<file path="src/fetch_pkg.sv">
`default_nettype none

package fetch_pkg;

    // Default address width of the core.
    parameter int XLEN_DEFAULT = 64;

    typedef logic [63:0] addr_t;
    typedef logic [31:0] instr_t;
    typedef logic [31:0] mem_word_t;

    // Why an instruction was fetched.
    typedef enum logic [1:0] {
        IF_PREFETCH   = 2'b00,
        IF_PREDICT    = 2'b01,
        IF_MISPREDICT = 2'b10,
        IF_FENCE_I    = 2'b11
    } if_reason_e;

    parameter logic [3:0] EXC_CAUSE_INSTR_PAGE_FAULT = 4'd12;

    typedef struct packed {
        logic [3:0] cause;
        addr_t      tval;
    } fetch_exc_t;

    // Instruction handed to decode.
    typedef struct packed {
        addr_t      pc;
        if_reason_e if_reason;
        instr_t     instr_word;
        logic       ex_valid;
        fetch_exc_t exception;
    } fetched_instr_t;

    // Fetcher to aligner request.
    typedef struct packed {
        addr_t      pc;
        if_reason_e reason;
    } align_req_t;

    // Aligner answer. fault_plus2 marks a fault in the upper half only.
    typedef struct packed {
        instr_t instr;
        logic   fault;
        logic   fault_plus2;
    } align_resp_t;

endpackage

`default_nettype wire

</file>
<file path="src/static_branch_predictor.sv">
`timescale 1ns/1ps
`default_nettype none

module static_branch_predictor #(
    parameter int XLEN        = fetch_pkg::XLEN_DEFAULT,
    parameter int BRANCH_PRED = 1
) (
    input  fetch_pkg::addr_t  i_pc,
    input  fetch_pkg::instr_t i_instr,
    output logic              o_taken,
    output fetch_pkg::addr_t  o_target
);

    logic            is_branch;
    logic            is_jal;
    logic            is_c_branch;
    logic            is_c_j;
    logic [XLEN-1:0] b_imm;
    logic [XLEN-1:0] j_imm;
    logic [XLEN-1:0] cb_imm;
    logic [XLEN-1:0] cj_imm;
    logic            taken;
    logic [XLEN-1:0] offset;

    // Control-transfer forms.
    assign is_branch   = (i_instr[6:0] == 7'b1100011);
    assign is_jal      = (i_instr[6:0] == 7'b1101111);
    assign is_c_branch = (i_instr[1:0] == 2'b01) && (i_instr[15:14] == 2'b11);
    assign is_c_j      = (i_instr[1:0] == 2'b01) && (i_instr[15:13] == 3'b101);

    // Sign-extended immediates.
    assign b_imm = {{(XLEN-13){i_instr[31]}}, i_instr[31], i_instr[7],
                    i_instr[30:25], i_instr[11:8], 1'b0};
    assign j_imm = {{(XLEN-21){i_instr[31]}}, i_instr[31], i_instr[19:12],
                    i_instr[20], i_instr[30:21], 1'b0};
    assign cb_imm = {{(XLEN-9){i_instr[12]}}, i_instr[12], i_instr[6:5],
                     i_instr[2], i_instr[11:10], i_instr[4:3], 1'b0};
    assign cj_imm = {{(XLEN-12){i_instr[12]}}, i_instr[12], i_instr[8],
                     i_instr[10:9], i_instr[6], i_instr[7], i_instr[2],
                     i_instr[11], i_instr[5:3], 1'b0};

    // Backward conditional branches are taken, jumps always.
    always_comb begin
        taken  = 1'b0;
        offset = '0;
        if (is_branch) begin
            taken  = i_instr[31];
            offset = b_imm;
        end else if (is_jal) begin
            taken  = 1'b1;
            offset = j_imm;
        end else if (is_c_branch) begin
            taken  = i_instr[12];
            offset = cb_imm;
        end else if (is_c_j) begin
            taken  = 1'b1;
            offset = cj_imm;
        end
    end

    assign o_taken  = (BRANCH_PRED != 0) && taken;
    assign o_target = i_pc + offset;

endmodule

`default_nettype wire

</file>
<file path="src/fetch_aligner.sv">
`timescale 1ns/1ps
`default_nettype none

module fetch_aligner #(
    parameter int XLEN = fetch_pkg::XLEN_DEFAULT
) (
    input  logic                   clk,
    input  logic                   resetn,

    input  logic                   i_req_valid,
    input  fetch_pkg::align_req_t  i_req,

    output logic                   o_resp_valid,
    output fetch_pkg::align_resp_t o_resp,

    output logic                   o_mem_req,
    output fetch_pkg::addr_t       o_mem_addr,
    input  fetch_pkg::mem_word_t   i_mem_rdata,
    input  logic                   i_mem_fault
);

    logic            mem_req_q;
    // Read data is returned by memory in this cycle.
    logic            rd_outstanding_q;
    // Waiting on the second word of a spanning instruction.
    logic            second_q;

    logic [XLEN-1:0] word_addr_q;
    logic            half_sel_q;
    logic [15:0]     hold_half_q;
    logic            hold_fault_q;

    logic            need_second;

    // Upper halfword starts a 32-bit instruction.
    assign need_second = rd_outstanding_q && !second_q && half_sel_q &&
                         (i_mem_rdata[17:16] == 2'b11);

    always_ff @(posedge clk or negedge resetn) begin
        if (!resetn) begin
            mem_req_q        <= 1'b0;
            rd_outstanding_q <= 1'b0;
            second_q         <= 1'b0;
        end else begin
            mem_req_q        <= i_req_valid || need_second;
            rd_outstanding_q <= mem_req_q;
            if (need_second) begin
                second_q <= 1'b1;
            end else if (o_resp_valid) begin
                second_q <= 1'b0;
            end
        end
    end

    // Word address and the held first halfword.
    always_ff @(posedge clk) begin
        if (i_req_valid) begin
            word_addr_q <= {i_req.pc[XLEN-1:2], 2'b00};
            half_sel_q  <= i_req.pc[1];
        end else if (need_second) begin
            word_addr_q <= word_addr_q + XLEN'(4);
        end
        if (need_second) begin
            hold_half_q  <= i_mem_rdata[31:16];
            hold_fault_q <= i_mem_fault;
        end
    end

    assign o_mem_req  = mem_req_q;
    assign o_mem_addr = word_addr_q;

    assign o_resp_valid = rd_outstanding_q && !need_second;

    always_comb begin
        o_resp.fault_plus2 = 1'b0;
        if (second_q) begin
            // Spanning instruction. The low half came from the previous word.
            o_resp.instr       = {i_mem_rdata[15:0], hold_half_q};
            o_resp.fault       = hold_fault_q;
            o_resp.fault_plus2 = !hold_fault_q && i_mem_fault;
        end else if (half_sel_q) begin
            // Compressed in the upper half; the next word is not read.
            o_resp.instr = {16'h0000, i_mem_rdata[31:16]};
            o_resp.fault = i_mem_fault;
        end else begin
            o_resp.instr = i_mem_rdata;
            o_resp.fault = i_mem_fault;
        end
    end

endmodule

`default_nettype wire

</file>
<file path="src/instr_fetcher.sv">
`timescale 1ns/1ps
`default_nettype none

module instr_fetcher #(
    parameter int XLEN        = fetch_pkg::XLEN_DEFAULT,
    parameter int BRANCH_PRED = 1
) (
    input  logic                      clk,
    input  logic                      resetn,

    input  logic                      i_redirect_valid,
    input  fetch_pkg::addr_t          i_redirect_pc,
    input  fetch_pkg::if_reason_e     i_redirect_reason,

    output logic                      o_req_valid,
    output fetch_pkg::align_req_t     o_req,
    input  logic                      i_resp_valid,
    input  fetch_pkg::align_resp_t    i_resp,

    output logic                      o_valid,
    input  logic                      i_ready,
    output fetch_pkg::fetched_instr_t o_fetched_instr
);

    logic                  redir_valid_q;
    logic [XLEN-1:0]       redir_pc_q;
    fetch_pkg::if_reason_e redir_reason_q;

    logic [XLEN-1:0]       pc_q;
    fetch_pkg::if_reason_e reason_q;

    logic                  latched_q;
    fetch_pkg::instr_t     latch_instr_q;
    logic                  latch_fault_q;
    logic                  latch_fault_plus2_q;

    logic                  xfer;
    fetch_pkg::instr_t     cur_instr;
    logic                  cur_fault;
    logic                  cur_fault_plus2;
    logic                  pred_taken;
    logic [XLEN-1:0]       pred_target;
    logic [XLEN-1:0]       npc_word;
    logic [XLEN-1:0]       npc_seq;
    logic [XLEN-1:0]       pc_next;
    fetch_pkg::if_reason_e reason_next;

    assign xfer = o_valid && i_ready;

    // Redirect register. Its reset value restarts fetching at PC 0.
    always_ff @(posedge clk or negedge resetn) begin
        if (!resetn) begin
            redir_valid_q  <= 1'b1;
            redir_pc_q     <= '0;
            redir_reason_q <= fetch_pkg::IF_FENCE_I;
        end else begin
            if (xfer) begin
                redir_valid_q <= 1'b0;
            end
            if (i_redirect_valid) begin
                redir_valid_q  <= 1'b1;
                redir_pc_q     <= i_redirect_pc;
                redir_reason_q <= i_redirect_reason;
            end
        end
    end

    // Skid latch. Its reset value is the kick-start token.
    always_ff @(posedge clk or negedge resetn) begin
        if (!resetn) begin
            latched_q           <= 1'b1;
            latch_instr_q       <= '0;
            latch_fault_q       <= 1'b0;
            latch_fault_plus2_q <= 1'b0;
        end else if (i_ready) begin
            latched_q <= 1'b0;
        end else if (i_resp_valid) begin
            latched_q           <= 1'b1;
            latch_instr_q       <= i_resp.instr;
            latch_fault_q       <= i_resp.fault;
            latch_fault_plus2_q <= i_resp.fault_plus2;
        end
    end

    always_ff @(posedge clk or negedge resetn) begin
        if (!resetn) begin
            pc_q     <= '0;
            reason_q <= fetch_pkg::IF_PREFETCH;
        end else if (xfer) begin
            pc_q     <= pc_next;
            reason_q <= reason_next;
        end
    end

    assign o_valid         = i_resp_valid || latched_q;
    assign cur_instr       = latched_q ? latch_instr_q : i_resp.instr;
    assign cur_fault       = latched_q ? latch_fault_q : i_resp.fault;
    assign cur_fault_plus2 = latched_q ? latch_fault_plus2_q : i_resp.fault_plus2;

    static_branch_predictor #(
        .XLEN        (XLEN),
        .BRANCH_PRED (BRANCH_PRED)
    ) u_predictor (
        .i_pc     (pc_q),
        .i_instr  (cur_instr),
        .o_taken  (pred_taken),
        .o_target (pred_target)
    );

    // Word increment keeps the adder off the instruction length decode.
    assign npc_word = {pc_q[XLEN-1:2], 2'b00} + XLEN'(4);

    always_comb begin
        npc_seq = npc_word;
        if (cur_instr[1:0] == 2'b11) begin
            npc_seq[1] = pc_q[1];
        end else if (!pc_q[1]) begin
            npc_seq = {pc_q[XLEN-1:2], 2'b10};
        end
    end

    assign pc_next = redir_valid_q ? {redir_pc_q[XLEN-1:1], 1'b0} :
                     pred_taken    ? pred_target : npc_seq;
    assign reason_next = redir_valid_q ? redir_reason_q :
                         pred_taken    ? fetch_pkg::IF_PREDICT : fetch_pkg::IF_PREFETCH;

    assign o_req_valid = xfer;
    assign o_req.pc     = pc_next;
    assign o_req.reason = reason_next;

    assign o_fetched_instr.pc               = pc_q;
    assign o_fetched_instr.if_reason        = reason_q;
    assign o_fetched_instr.instr_word       = cur_instr;
    assign o_fetched_instr.ex_valid         = cur_fault || cur_fault_plus2;
    assign o_fetched_instr.exception.cause  = fetch_pkg::EXC_CAUSE_INSTR_PAGE_FAULT;
    // Upper-half fault reports the address of the second word.
    assign o_fetched_instr.exception.tval   = cur_fault_plus2 ? npc_word : pc_q;

endmodule

`default_nettype wire

</file>
<file path="src/fetch_frontend.sv">
`timescale 1ns/1ps
`default_nettype none

module fetch_frontend #(
    parameter int XLEN        = fetch_pkg::XLEN_DEFAULT,
    parameter int BRANCH_PRED = 1
) (
    input  logic                      clk,
    input  logic                      resetn,

    input  logic                      i_redirect_valid,
    input  fetch_pkg::addr_t          i_redirect_pc,
    input  fetch_pkg::if_reason_e     i_redirect_reason,

    output logic                      o_valid,
    input  logic                      i_ready,
    output fetch_pkg::fetched_instr_t o_fetched_instr,

    output logic                      o_mem_req,
    output fetch_pkg::addr_t          o_mem_addr,
    input  fetch_pkg::mem_word_t      i_mem_rdata,
    input  logic                      i_mem_fault
);

    logic                   req_valid;
    fetch_pkg::align_req_t  req;
    logic                   resp_valid;
    fetch_pkg::align_resp_t resp;

    instr_fetcher #(
        .XLEN        (XLEN),
        .BRANCH_PRED (BRANCH_PRED)
    ) u_fetcher (
        .clk               (clk),
        .resetn            (resetn),
        .i_redirect_valid  (i_redirect_valid),
        .i_redirect_pc     (i_redirect_pc),
        .i_redirect_reason (i_redirect_reason),
        .o_req_valid       (req_valid),
        .o_req             (req),
        .i_resp_valid      (resp_valid),
        .i_resp            (resp),
        .o_valid           (o_valid),
        .i_ready           (i_ready),
        .o_fetched_instr   (o_fetched_instr)
    );

    fetch_aligner #(
        .XLEN (XLEN)
    ) u_aligner (
        .clk          (clk),
        .resetn       (resetn),
        .i_req_valid  (req_valid),
        .i_req        (req),
        .o_resp_valid (resp_valid),
        .o_resp       (resp),
        .o_mem_req    (o_mem_req),
        .o_mem_addr   (o_mem_addr),
        .i_mem_rdata  (i_mem_rdata),
        .i_mem_fault  (i_mem_fault)
    );

endmodule

`default_nettype wire

</file>
<file path="config.mk">
export PLATFORM = sky130hd
export DESIGN_NAME = fetch_frontend
export DESIGN_NICKNAME = d
export VERILOG_FILES = /design/src/fetch_pkg.sv /design/src/static_branch_predictor.sv /design/src/fetch_aligner.sv /design/src/instr_fetcher.sv /design/src/fetch_frontend.sv
export SDC_FILE = /design/constraint.sdc
export NUM_CORES = 1
export LEC_CHECK = 0
export BUFFER_PORTS_ARGS = -buffer_cell sky130_fd_sc_hd__buf_2
export CORE_AREA = 5 5 241 243
export CTS_CLUSTER_SIZE = 20
export DETAILED_ROUTE_END_ITERATION = 16
export DIE_AREA = 0 0 246 248
export GPL_ROUTABILITY_DRIVEN = 1
export PLACE_DENSITY_LB_ADDON = 0.3
export SYNTH_ARGS = -nofsm -noshare
export SYNTH_HDL_FRONTEND = slang
export SYNTH_SLANG_ARGS = --single-unit
</file>
<file path="constraint.sdc">
create_clock -name clk -period 7.1 [get_ports clk]
set_clock_uncertainty 0.2 [all_clocks]
set_input_delay 0.355 -clock clk [delete_from_list [all_inputs] [get_ports clk]]
set_output_delay 0.355 -clock clk [all_outputs]
set_load 0.05 [all_outputs]
</file>
==> results_dict.tcl, run 1 <==
set metrics [dict create \
    route.top_layer_used "met4" \
    synth_top_family_by_area "simple AND/OR/NAND/NOR gates" \
    simple_gate_share_of_the_synthesized_area 0.202 \
    reg2reg_depth 15 \
    setup.worst_path.end_class "flop" \
    antenna-diode-count 0 \
    die_x_um 246 \
    share_of_post_route_cells_with_drive_strength_above_1 0.213 \
    post_cts_buffers 0 \
    detailroute.wirelength.met3_mm 7.17 \
    worst_endpoint_required_time_ns 7.24 \
    drv_cap 0 \
    cts_max_path_buffers 3 \
    finish.net_count 2773 \
    antenna_left 0 \
    core.rowCount 87 \
    worst_setup_hold_path_clk_slew_ns 0.06 \
    drt_iter0_markers 1915 \
    synth_warnings 0 \
    static-leakage-power_nw 10.1 \
    via_count_of_the_first_global_routing_pass 18200 \
    final.setup.tns_ns 0 \
    yosys-mux-area-fraction 0.0607 \
    unrepaired_setup_endpoints_after_global_routing "no" \
    largest_net_degree_at_the_start_of_global_routing 71 \
    whs_path_depth 3 \
    routed-wl-met2_mm 33.4 \
    port_buffers 326 \
    synth_top_area_cell "sky130_fd_sc_hd__dfrtp_1" \
    met1_length_mm 36.2 \
    average_routed_wire_per_standard_cell_um 23.6 \
    track_usage 0.251 \
    floorplan.core_area_um2 55700 \
    most_used_cells_in_the_layout_excluding_fill_and_tap_cells "sky130_fd_sc_hd__buf_2, sky130_fd_sc_hd__nand2_1, sky130_fd_sc_hd__nor2_1, sky130_fd_sc_hd__dfrtp_1, sky130_fd_sc_hd__a21oi_1" \
    clock-sinks 249 \
    ctsRootBufferMaster "sky130_fd_sc_hd__clkbuf_16" \
    synthesized_area_fraction_occupied_by_ao_oa_aoi_and_oai_cells 0.197 \
    critical_path_maximum_fanout 21 \
    setup_viol_count_final 0 \
    dominantRegCellSynth "sky130_fd_sc_hd__dfrtp_1" \
    dpl_worst_slack_ns 0.657 \
    number_of_antenna_violations_at_the_first_check_in_global_routing 2 \
    vdd_drop_max_mv 0.163 \
    maxSlewViolCount 0 \
    synth-edff-count 80 \
    flow.area_growth_from_synthesis_pct 21.2 \
    fmax_mhz 151 \
    vias_after_detailed_routing 19400 \
    cts_buffers 30 \
    timing.critical_path.from_type "flop" \
    totalWireLength_mm 80.0 \
    boundaryPins 336 \
    synthCells 2266 \
    netlist.area_leader.share 0.214 \
    synth_seq_area_share 0.344 \
    path_class "flop to flop" \
    period_needed_ns 6.61 \
    post-route-worst-setup-slack_ns 0.492 \
    synth-async-reset-ratio 0.679 \
    synth_area_leaders "sky130_fd_sc_hd__dfrtp_1, sky130_fd_sc_hd__edfxtp_1, sky130_fd_sc_hd__nand2_1" \
    ys_seq_elements 249 \
    drt_first_pass_iters 5 \
    worst_path_arrival_ns 6.74 \
    global_route.overflow_total 0 \
    grt_pass1_wl_mm 118 \
    effective_utilization_at_floorplan 0.346 \
    post_synth_num_cell_types 103 \
    synthesis.area_per_instance_um2 8.52 \
    period_share 0.931 \
    layout.cells.most_common "sky130_fd_sc_hd__buf_2" \
    place_congestion 0.990 \
    timing.hold.worst.class "input pin to flop" \
    synthAdderAreaFrac 0.0425 \
    timing.slew.headroom 0.230 \
    floorplan.die.height_um 248 \
    max_h_tree_level 1 \
    design.die.area_um2 61000 \
    status "complete, no violations" \
    vias_per_cell 5.72 \
    fraction_of_synthesized_cell_area_in_xor_and_xnor_cells 0.104 \
    place_hpwl_mm 60.9 \
    post_synth_instance_area_um2 19300 \
    timing_hold_violations_final 0 \
    worst_skew_pair_latency_ns 0.59 \
    power.density_cell_area_nw_per_um2 144 \
    drt_drc_violations_left 0 \
    max_slew.worst_pin.slew_ns 1.15 \
    cts_tree "done" \
]
==> where the power goes <==
group          switching (mW)  leakage (nW)  internal, mW  total, mW
sequential             0.0329          2.67          1.51       1.55
clock                   0.650         0.523         0.962       1.61
combinational           0.111          6.95         0.101      0.212
total                   0.793          10.1          2.58       3.37
==> state kept, by name (all words and copies together) (netlist names) <==
signal	count
u_fetcher.pc_q	63
u_fetcher.redir_pc_q	63
u_aligner.o_mem_addr	62
u_fetcher.latch_instr_q	32
u_aligner.hold_half_q	16
u_fetcher.reason_q	2
u_fetcher.redir_reason_q	2
u_aligner.half_sel_q	1
u_aligner.hold_fault_q	1
u_aligner.o_mem_req	1
u_aligner.rd_outstanding_q	1
u_aligner.second_q	1
u_fetcher.latch_fault_plus2_q	1
u_fetcher.latch_fault_q	1
u_fetcher.latched_q	1
u_fetcher.redir_valid_q	1
==> logic make-up after synthesis <==
group                      after synthesis
xor gates and xnor gates               229
buffers and inverters                  201
other                                    2
and+or+nand+nor                        824
muxes                                  106
DFF                                    249
adders and majority gates               65
AOI/OAI and AO/OA                      590
==> routing by layer <==
layer	track usage	vias up
li1	-	8867
met1	0.374	9395
met2	0.360	970
met3	0.0481	145
met4	0.0912	0
met5	0	-
==> worst paths after layout <==
| kind | from | endpoint | slack [ns] |
|---|---|---|---|
| worst max-delay path | u_aligner.half_sel_q$_DFFE_PP_ | u_aligner.o_mem_addr[55]$_DFFE_PP_ | 0.49 |
| worst min-delay path | i_mem_rdata[15] | u_fetcher.latch_instr_q[31]$_DFFE_PN0P_ | 0.04 |
| worst max register to register | u_aligner.half_sel_q$_DFFE_PP_ | u_aligner.o_mem_addr[55]$_DFFE_PP_ | 0.49 |
| worst min register to register | u_aligner.o_mem_req$_DFF_PN0_ | u_aligner.rd_outstanding_q$_DFF_PN0_ | 0.20 |
| max in group asynchronous | resetn | u_fetcher.redir_pc_q[60]$_DFFE_PN0P_ | 5.28 |
| min in group asynchronous | resetn | u_fetcher.pc_q[5]$_DFFE_PN0P_ | 0.10 |
==> layout make-up <==
class	count	area [um^2]
well taps	756	946
clock inverters	10	90.1
clock buffers	46	955
multi-input cells	1822	11800
repair buffers	450	2810
fillers	5643	32300
inverters	52	195
flip-flops and latches	249	6640
==> synthesized netlist by cell type (all sizes together) (49+ instances only) <==
cell type / number
mux2: 79
o21ai: 165
dfrtp: 165
a21oi: 166
nor2: 185
nand4: 66
xnor2: 127
edfxtp: 80
a21o: 49
buf: 52
nand3: 86
inv: 52
clkbuf: 97
xor2: 102
ha: 64
nand2: 307
==> stage by stage <==
stage	cells	hold slack [ns]	instance area, um^2	util	power (mW)
after floorplan	2272	-0.141	19300	-	1.65
after detailed placement	3234	0.148	21400	0.384	1.74
after global placement	3234	0.145	21400	0.384	1.74
final	3385	0.0376	23400	0.420	3.37
after global routing	3385	0.0155	23400	0.420	3.47
after CTS	3385	0.0123	23400	0.420	3.39
==> critical path: stages, from the launching register on <==
cell	delay, ns
sky130_fd_sc_hd__edfxtp_1	1.11
sky130_fd_sc_hd__mux2_2	0.43
sky130_fd_sc_hd__mux2i_2	0.31
sky130_fd_sc_hd__xnor2_1	0.18
sky130_fd_sc_hd__a21oi_2	0.13
sky130_fd_sc_hd__o31ai_4	0.65
sky130_fd_sc_hd__buf_4	0.40
sky130_fd_sc_hd__ha_1	0.41
sky130_fd_sc_hd__nand4_1	0.22
sky130_fd_sc_hd__nor4_1	0.46
sky130_fd_sc_hd__a21boi_0	0.55
sky130_fd_sc_hd__nor3b_1	0.23
sky130_fd_sc_hd__o31a_1	0.33
sky130_fd_sc_hd__o21ai_1	0.16
sky130_fd_sc_hd__xnor2_1	0.22
sky130_fd_sc_hd__a211o_1	0.35
==> timing repair <==
item,in CTS,in global routing
setup endpoints to repair,0,0
endpoints found under the hold margin,145,0
resized for setup,0,0
hold buffers,95,0
No activity file was read; power rests on OpenSTA's default activity.
==> inputs of run 2 (changes only) <==
--- a/config.mk
+++ b/config.mk
@@ -6,10 +6,9 @@
 export NUM_CORES = 1
 export LEC_CHECK = 0
 export BUFFER_PORTS_ARGS = -buffer_cell sky130_fd_sc_hd__buf_2
-export CORE_AREA = 5 5 241 243
-export CTS_CLUSTER_SIZE = 20
+export CORE_AREA = 5 5 199 201
 export DETAILED_ROUTE_END_ITERATION = 16
-export DIE_AREA = 0 0 246 248
+export DIE_AREA = 0 0 204 206
 export GPL_ROUTABILITY_DRIVEN = 1
 export PLACE_DENSITY_LB_ADDON = 0.3
 export SYNTH_ARGS = -nofsm -noshare
==> results_dict.tcl, run 2 (synthesized netlist as in run 1, its figures left out) <==
set metrics [dict create \
    global_route.overflow_total 0 \
    track_usage 0.348 \
    instances_no_fill 3140 \
    largest_net_degree_at_the_start_of_global_routing 101 \
    floorplan.core_area_um2 37400 \
    detailroute.wirelength.met3_mm 10.0 \
    setup.worst_path.end_class "flop" \
    flow.area_growth_from_synthesis_pct 19.5 \
    vias_per_cell 6.27 \
    report.power.total_mw 3.33 \
    dpl-instance-area_um2 21100 \
    effective_utilization_at_floorplan 0.516 \
    route.top_layer_used "met4" \
    worst_skew_pair_latency_ns 0.58 \
    grt_pass1_wl_mm 114 \
    design.die.area_um2 42000 \
    place_congestion 0.990 \
    cts_max_path_buffers 3 \
    number_of_antenna_violations_at_the_first_check_in_global_routing 1 \
    vdd_drop_max_mv 0.285 \
    period_needed_ns 6.50 \
    timing.critical_path.from_type "flop" \
    max_slew.worst_pin.slew_ns 1.12 \
    drt_iter0_markers 2435 \
    finish.net_count 2773 \
    core.rowCount 71 \
    status "complete, no violations" \
    final_design_area_no_fill_um2 23100 \
    timing.hold.worst.class "input pin to flop" \
    drv_cap 0 \
    placed_cells_incl_taps 2988 \
    cts_tree "done" \
    cts_buffers 28 \
    port_buffers 326 \
    clock-sinks 249 \
    worst_path_arrival_ns 6.59 \
    timing_hold_violations_final 0 \
    power.density_cell_area_nw_per_um2 144 \
    worst_setup_hold_path_clk_slew_ns 0.06 \
    place_hpwl_mm 56.3 \
    via_count_of_the_first_global_routing_pass 18400 \
    boundaryPins 336 \
    fmax_mhz 154 \
    vias_after_detailed_routing 19700 \
    routed-wl-met2_mm 31.1 \
    most_used_cells_in_the_layout_excluding_fill_and_tap_cells "sky130_fd_sc_hd__buf_2, sky130_fd_sc_hd__nand2_1, sky130_fd_sc_hd__nor2_1, sky130_fd_sc_hd__dfrtp_1, sky130_fd_sc_hd__a21oi_1" \
    average_routed_wire_per_standard_cell_um 24.2 \
    totalWireLength_mm 76.0 \
    max_h_tree_level 1 \
    antenna_left 0 \
    drt_first_pass_iters 6 \
    static-leakage-power_nw 10.1 \
    met1_length_mm 32.5 \
    final.setup.tns_ns 0 \
    ctsRootBufferMaster "sky130_fd_sc_hd__clkbuf_16" \
    worst_endpoint_required_time_ns 7.19 \
    floorplan.die.height_um 206 \
    critical_path_maximum_fanout 26 \
    share_of_post_route_cells_with_drive_strength_above_1 0.211 \
    setup_viol_count_final 0 \
    die_x_um 204 \
    drt_drc_violations_left 0 \
    layout.cells.most_common "sky130_fd_sc_hd__buf_2" \
    path_class "flop to flop" \
    timing.slew.headroom 0.247 \
    maxSlewViolCount 0 \
    n_fill_cell 3234 \
    period_share 0.916 \
    unrepaired_setup_endpoints_after_global_routing "no" \
]
-- run 2: cell count changes in the layout (fill, tap and decap cells not counted), sizes merged --
cell / delta
clkbuf: -5
dlygate4sd3: +3
clkinv: -2
clkinvlp: +2
diode: +2
buf: -1
inv: +1
-- run 2: report_power, final --
part / switching, mW / total [mW] / internal [mW]
clock network: 0.644 / 1.57 / 0.924
registers: 0.0328 / 1.55 / 1.51
logic: 0.111 / 0.213 / 0.102
total: 0.788 / 3.33 / 2.54
-- run 2: path summary, 6_finish.rpt --
| kind | start | end | slack, ns | depth (start not counted) |
|---|---|---|---|---|
| hold / removal | i_mem_rdata[14] | u_fetcher.latch_instr_q[30]$_DFFE_PN0P_ | 0.02 | 3 |
| setup reg to reg | u_aligner.half_sel_q$_DFFE_PP_ | u_aligner.o_mem_addr[51]$_DFFE_PP_ | 0.60 | 16 |
| hold reg to reg | u_aligner.o_mem_req$_DFF_PN0_ | u_aligner.rd_outstanding_q$_DFF_PN0_ | 0.18 | 0 |
| setup / recovery | u_aligner.half_sel_q$_DFFE_PP_ | u_aligner.o_mem_addr[51]$_DFFE_PP_ | 0.60 | 16 |
| max in group asynchronous | resetn | u_fetcher.pc_q[61]$_DFFE_PN0P_ | 4.96 | 3 |
| min in group asynchronous | resetn | u_fetcher.redir_pc_q[4]$_DFFE_PN0P_ | 0.28 | 2 |
-- run 2: timing repair --
action | 4_1_cts | 5_1_grt
endpoints found under the setup margin | 0 | 0
hold endpoints to repair | 197 | 0
hold buffers | 98 | 0
buffers inserted | 0 | 0
gates resized for setup | 0 | 0
-- run 2: area by class of cell --
class / instances / area (um^2) / share of cell area
Multi-Input combinational cell: 1822 / 11800 / 0.510
Sequential cell: 249 / 6640 / 0.288
Timing Repair Buffer: 452 / 2830 / 0.123
Clock buffer: 41 / 906 / 0.0393
Tap cell: 511 / 639 / 0.0277
Inverter: 52 / 195 / 0.00846
Clock inverter: 11 / 93.8 / 0.00407
Antenna cell: 2 / 5.00 / 0.000217
-- run 2: worst max-delay path: stages, from the launching register on --
cell and delay [ns]:
sky130_fd_sc_hd__edfxtp_1 0.81, sky130_fd_sc_hd__mux2_2 0.42, sky130_fd_sc_hd__mux2i_2 0.28, sky130_fd_sc_hd__xnor2_1 0.18, sky130_fd_sc_hd__a21oi_2 0.13, sky130_fd_sc_hd__o31ai_4 0.76, sky130_fd_sc_hd__buf_4 0.46, sky130_fd_sc_hd__ha_1 0.37
sky130_fd_sc_hd__a21oi_1 0.29, sky130_fd_sc_hd__o21ai_0 0.18, sky130_fd_sc_hd__a222oi_1 0.40, sky130_fd_sc_hd__a21boi_0 0.26, sky130_fd_sc_hd__nor3b_1 0.55, sky130_fd_sc_hd__o21ai_0 0.22, sky130_fd_sc_hd__xor2_1 0.18, sky130_fd_sc_hd__a21oi_1 0.42
sky130_fd_sc_hd__nor2_1 0.10
-- run 2: metal layers --
| layer | vias up | track usage |
|---|---|---|
| met4 | 0 | 0.0952 |
| met3 | 160 | 0.0993 |
| li1 | 8850 | - |
| met1 | 9485 | 0.522 |
| met5 | - | 0 |
| met2 | 1207 | 0.491 |
-- run 2: stage by stage --
step | hold WS, ns | setup WS, ns | utilization
6_report | 0.0174 | 0.598 | 0.617
4_1_cts | 0.0122 | 0.726 | 0.617
3_5_place_dp | 0.177 | 0.776 | 0.564
2_1_floorplan | -0.141 | 0.955 | -
3_3_place_gp | 0.164 | 0.806 | 0.564
5_1_grt | 0.0258 | 0.0934 | 0.617
==> inputs of run 3 (changes only) <==
--- a/config.mk
+++ b/config.mk
@@ -11,6 +11,7 @@
 export DIE_AREA = 0 0 204 206
 export GPL_ROUTABILITY_DRIVEN = 1
 export PLACE_DENSITY_LB_ADDON = 0.3
+export REMOVE_ABC_BUFFERS = 1
 export SYNTH_ARGS = -nofsm -noshare
 export SYNTH_HDL_FRONTEND = slang
 export SYNTH_SLANG_ARGS = --single-unit
==> results_dict.tcl, run 3 (synthesized netlist as in run 1, its figures left out) <==
set metrics [dict create \
    status "complete, no violations" \
    timing.slew.headroom 0.138 \
    die_x_um 204 \
    design.die.area_um2 42000 \
    whs_ns 0.0423 \
    boundaryPins 336 \
    place_congestion 0.957 \
    placed_cells_incl_taps 2989 \
    worst_path_arrival_ns 6.49 \
    worstSetupEndpoint "u_aligner.o_mem_addr[53]$_DFFE_PP_" \
    timing_hold_violations_final 0 \
    maxSlewViolCount 0 \
    vias_after_detailed_routing 19300 \
    path_class "flop to flop" \
    track_usage 0.322 \
    vdd_drop_max_mv 0.200 \
    antenna_left 0 \
    totalWireLength_mm 70.6 \
    effective_utilization_at_floorplan 0.516 \
    worst_skew_pair_latency_ns 0.59 \
    port_buffers 326 \
    flow.area_growth_from_synthesis_pct 19.4 \
    core.rowCount 71 \
    cts_max_path_buffers 3 \
    average_routed_wire_per_standard_cell_um 22.5 \
    cts_buffers 29 \
    max_h_tree_level 1 \
    static-leakage-power_nw 10.1 \
    worst_endpoint_required_time_ns 7.23 \
    reg2reg_setup_slack_ns 0.74 \
    setup_viol_count_final 0 \
    via_count_of_the_first_global_routing_pass 19000 \
    n_fill_cell 3258 \
    clock-sinks 249 \
    number_of_antenna_violations_at_the_first_check_in_global_routing 1 \
    worst_setup_hold_path_clk_slew_ns 0.06 \
    setup.worst_path.end_class "flop" \
    part_of_the_power_in_the_clock_network 0.470 \
    drv_cap 0 \
    max_slew.worst_pin.slew_ns 1.29 \
    place_hpwl_mm 51.5 \
    period_share 0.896 \
    dpl-instance-area_um2 21100 \
    timing.critical_path.from_type "flop" \
    most_used_cells_in_the_layout_excluding_fill_and_tap_cells "sky130_fd_sc_hd__buf_2, sky130_fd_sc_hd__nand2_1, sky130_fd_sc_hd__nor2_1, sky130_fd_sc_hd__dfrtp_1, sky130_fd_sc_hd__a21oi_1" \
    final_design_area_no_fill_um2 23000 \
    ctsRootBufferMaster "sky130_fd_sc_hd__clkbuf_16" \
    drt_iter0_markers 1620 \
    drt_drc_violations_left 0 \
    antenna-diode-count 0 \
    floorplan.core_area_um2 37400 \
    unrepaired_setup_endpoints_after_global_routing "no" \
    floorplan.die.height_um 206 \
    grt_pass1_wl_mm 107 \
    reg2reg_from "u_aligner.half_sel_q$_DFFE_PP_" \
    period_needed_ns 6.36 \
    internal_power_mw 2.51 \
    finish.net_count 2775 \
    p_seq_frac 0.467 \
    switching_share 0.237 \
    power_frac_comb 0.063 \
    power.density_cell_area_nw_per_um2 143 \
    report.power.total_mw 3.29 \
    switching_power_uw 782 \
    vias_per_cell 6.14 \
    critical_path_maximum_fanout 13 \
    layout.cells.most_common "sky130_fd_sc_hd__buf_2" \
    start_point_of_the_critical_path "u_aligner.half_sel_q$_DFFE_PP_" \
    reg2reg_to "u_aligner.o_mem_addr[53]$_DFFE_PP_" \
    fmax_mhz 157 \
    instances_no_fill 3141 \
    share_of_post_route_cells_with_drive_strength_above_1 0.211 \
    cts_tree "done" \
    reg2reg_depth 16 \
    timing.hold.worst.class "input pin to flop" \
    drt_first_pass_iters 5 \
    global_route.overflow_total 0 \
    largest_net_degree_at_the_start_of_global_routing 71 \
]
==> run 3: cell types whose count changed in the layout (fill, tap and decap cells not counted), moves of 2 or more <==
cell / before / now
sky130_fd_sc_hd__bufinv_16: 1 / 3
sky130_fd_sc_hd__diode_2: 2 / 0
sky130_fd_sc_hd__clkbuf_8: 5 / 3
sky130_fd_sc_hd__clkbuf_16: 33 / 29
sky130_fd_sc_hd__buf_4: 28 / 30
sky130_fd_sc_hd__clkinv_1: 0 / 2
==> run 3: power by group through the flow <==
stage                     registers [mW]  clock network (mW)  logic, mW
after floorplan                     1.55                   0     0.0851
after global placement              1.56                   0      0.160
after detailed placement            1.56                   0      0.164
after CTS                           1.54                1.57      0.206
after global routing                1.54                1.63      0.225
final                               1.54                1.55      0.206
==> run 3: metal layers <==
metal / track usage / up-vias / wire length, um
li1: - / 8876 / -
met1: 0.411 / 9307 / 28500
met2: 0.546 / 916 / 33300
met3: 0.0577 / 183 / 5600
met4: 0.123 / 0 / 3160
met5: 0 / - / 0
==> run 3: per-stage QoR <==
step,setup TNS (ns),utilization,setup slack (ns)
5_1_grt,0,0.616,0.438
2_1_floorplan,-26.88,-,-0.866
6_report,0,0.616,0.738
3_3_place_gp,0,0.564,0.954
4_1_cts,0,0.616,0.829
3_5_place_dp,0,0.564,0.860
==> run 3: timing repair <==
item / in CTS / in global routing
setup endpoints to repair: 0 / 0
endpoints found under the hold margin: 137 / 0
hold buffers: 98 / 0
buffers inserted: 0 / 0
resized for setup: 0 / 0
==> run 3: worst min path at each step <==
stage / start / end / slack [ns] / cells after the start
after floorplan: resetn / u_aligner.o_mem_req$_DFF_PN0_ / -0.14 / 0
after global placement: resetn / u_fetcher.redir_pc_q[32]$_DFFE_PN0P_ / 0.12 / 1
after detailed placement: resetn / u_fetcher.redir_pc_q[33]$_DFFE_PN0P_ / 0.13 / 1
after CTS: i_mem_rdata[0] / u_fetcher.latch_instr_q[16]$_DFFE_PN0P_ / 0.008 / 3
after global routing: i_mem_rdata[0] / u_fetcher.latch_instr_q[16]$_DFFE_PN0P_ / 0.03 / 3
final: i_mem_rdata[0] / u_fetcher.latch_instr_q[16]$_DFFE_PN0P_ / 0.04 / 3
==> run 3: cell type report <==
cell class | instances | area (um^2) | area share
repair buffers | 453 | 2840 | 0.123
flip-flops and latches | 249 | 6640 | 0.288
inverters | 52 | 195 | 0.00847
clock inverters | 18 | 196 | 0.00852
clock buffers | 36 | 782 | 0.0339
well taps | 511 | 639 | 0.0277
multi-input cells | 1822 | 11800 | 0.510
==> run 3: worst max-delay path: stages (launching register included) <==
cell	delay, ns
sky130_fd_sc_hd__edfxtp_1	0.79
sky130_fd_sc_hd__mux2_1	0.25
sky130_fd_sc_hd__mux2i_1	0.12
sky130_fd_sc_hd__o41ai_2	0.41
sky130_fd_sc_hd__nand2_2	0.20
sky130_fd_sc_hd__a21oi_1	0.85
sky130_fd_sc_hd__mux2_2	0.46
sky130_fd_sc_hd__ha_1	0.37
sky130_fd_sc_hd__a21oi_1	0.11
sky130_fd_sc_hd__nand4b_1	0.22
sky130_fd_sc_hd__a211o_1	0.42
sky130_fd_sc_hd__a211o_1	0.44
sky130_fd_sc_hd__nand2_1	0.23
sky130_fd_sc_hd__a31oi_1	0.21
sky130_fd_sc_hd__o21ai_1	0.37
sky130_fd_sc_hd__xor2_1	0.14
sky130_fd_sc_hd__a211o_1	0.31
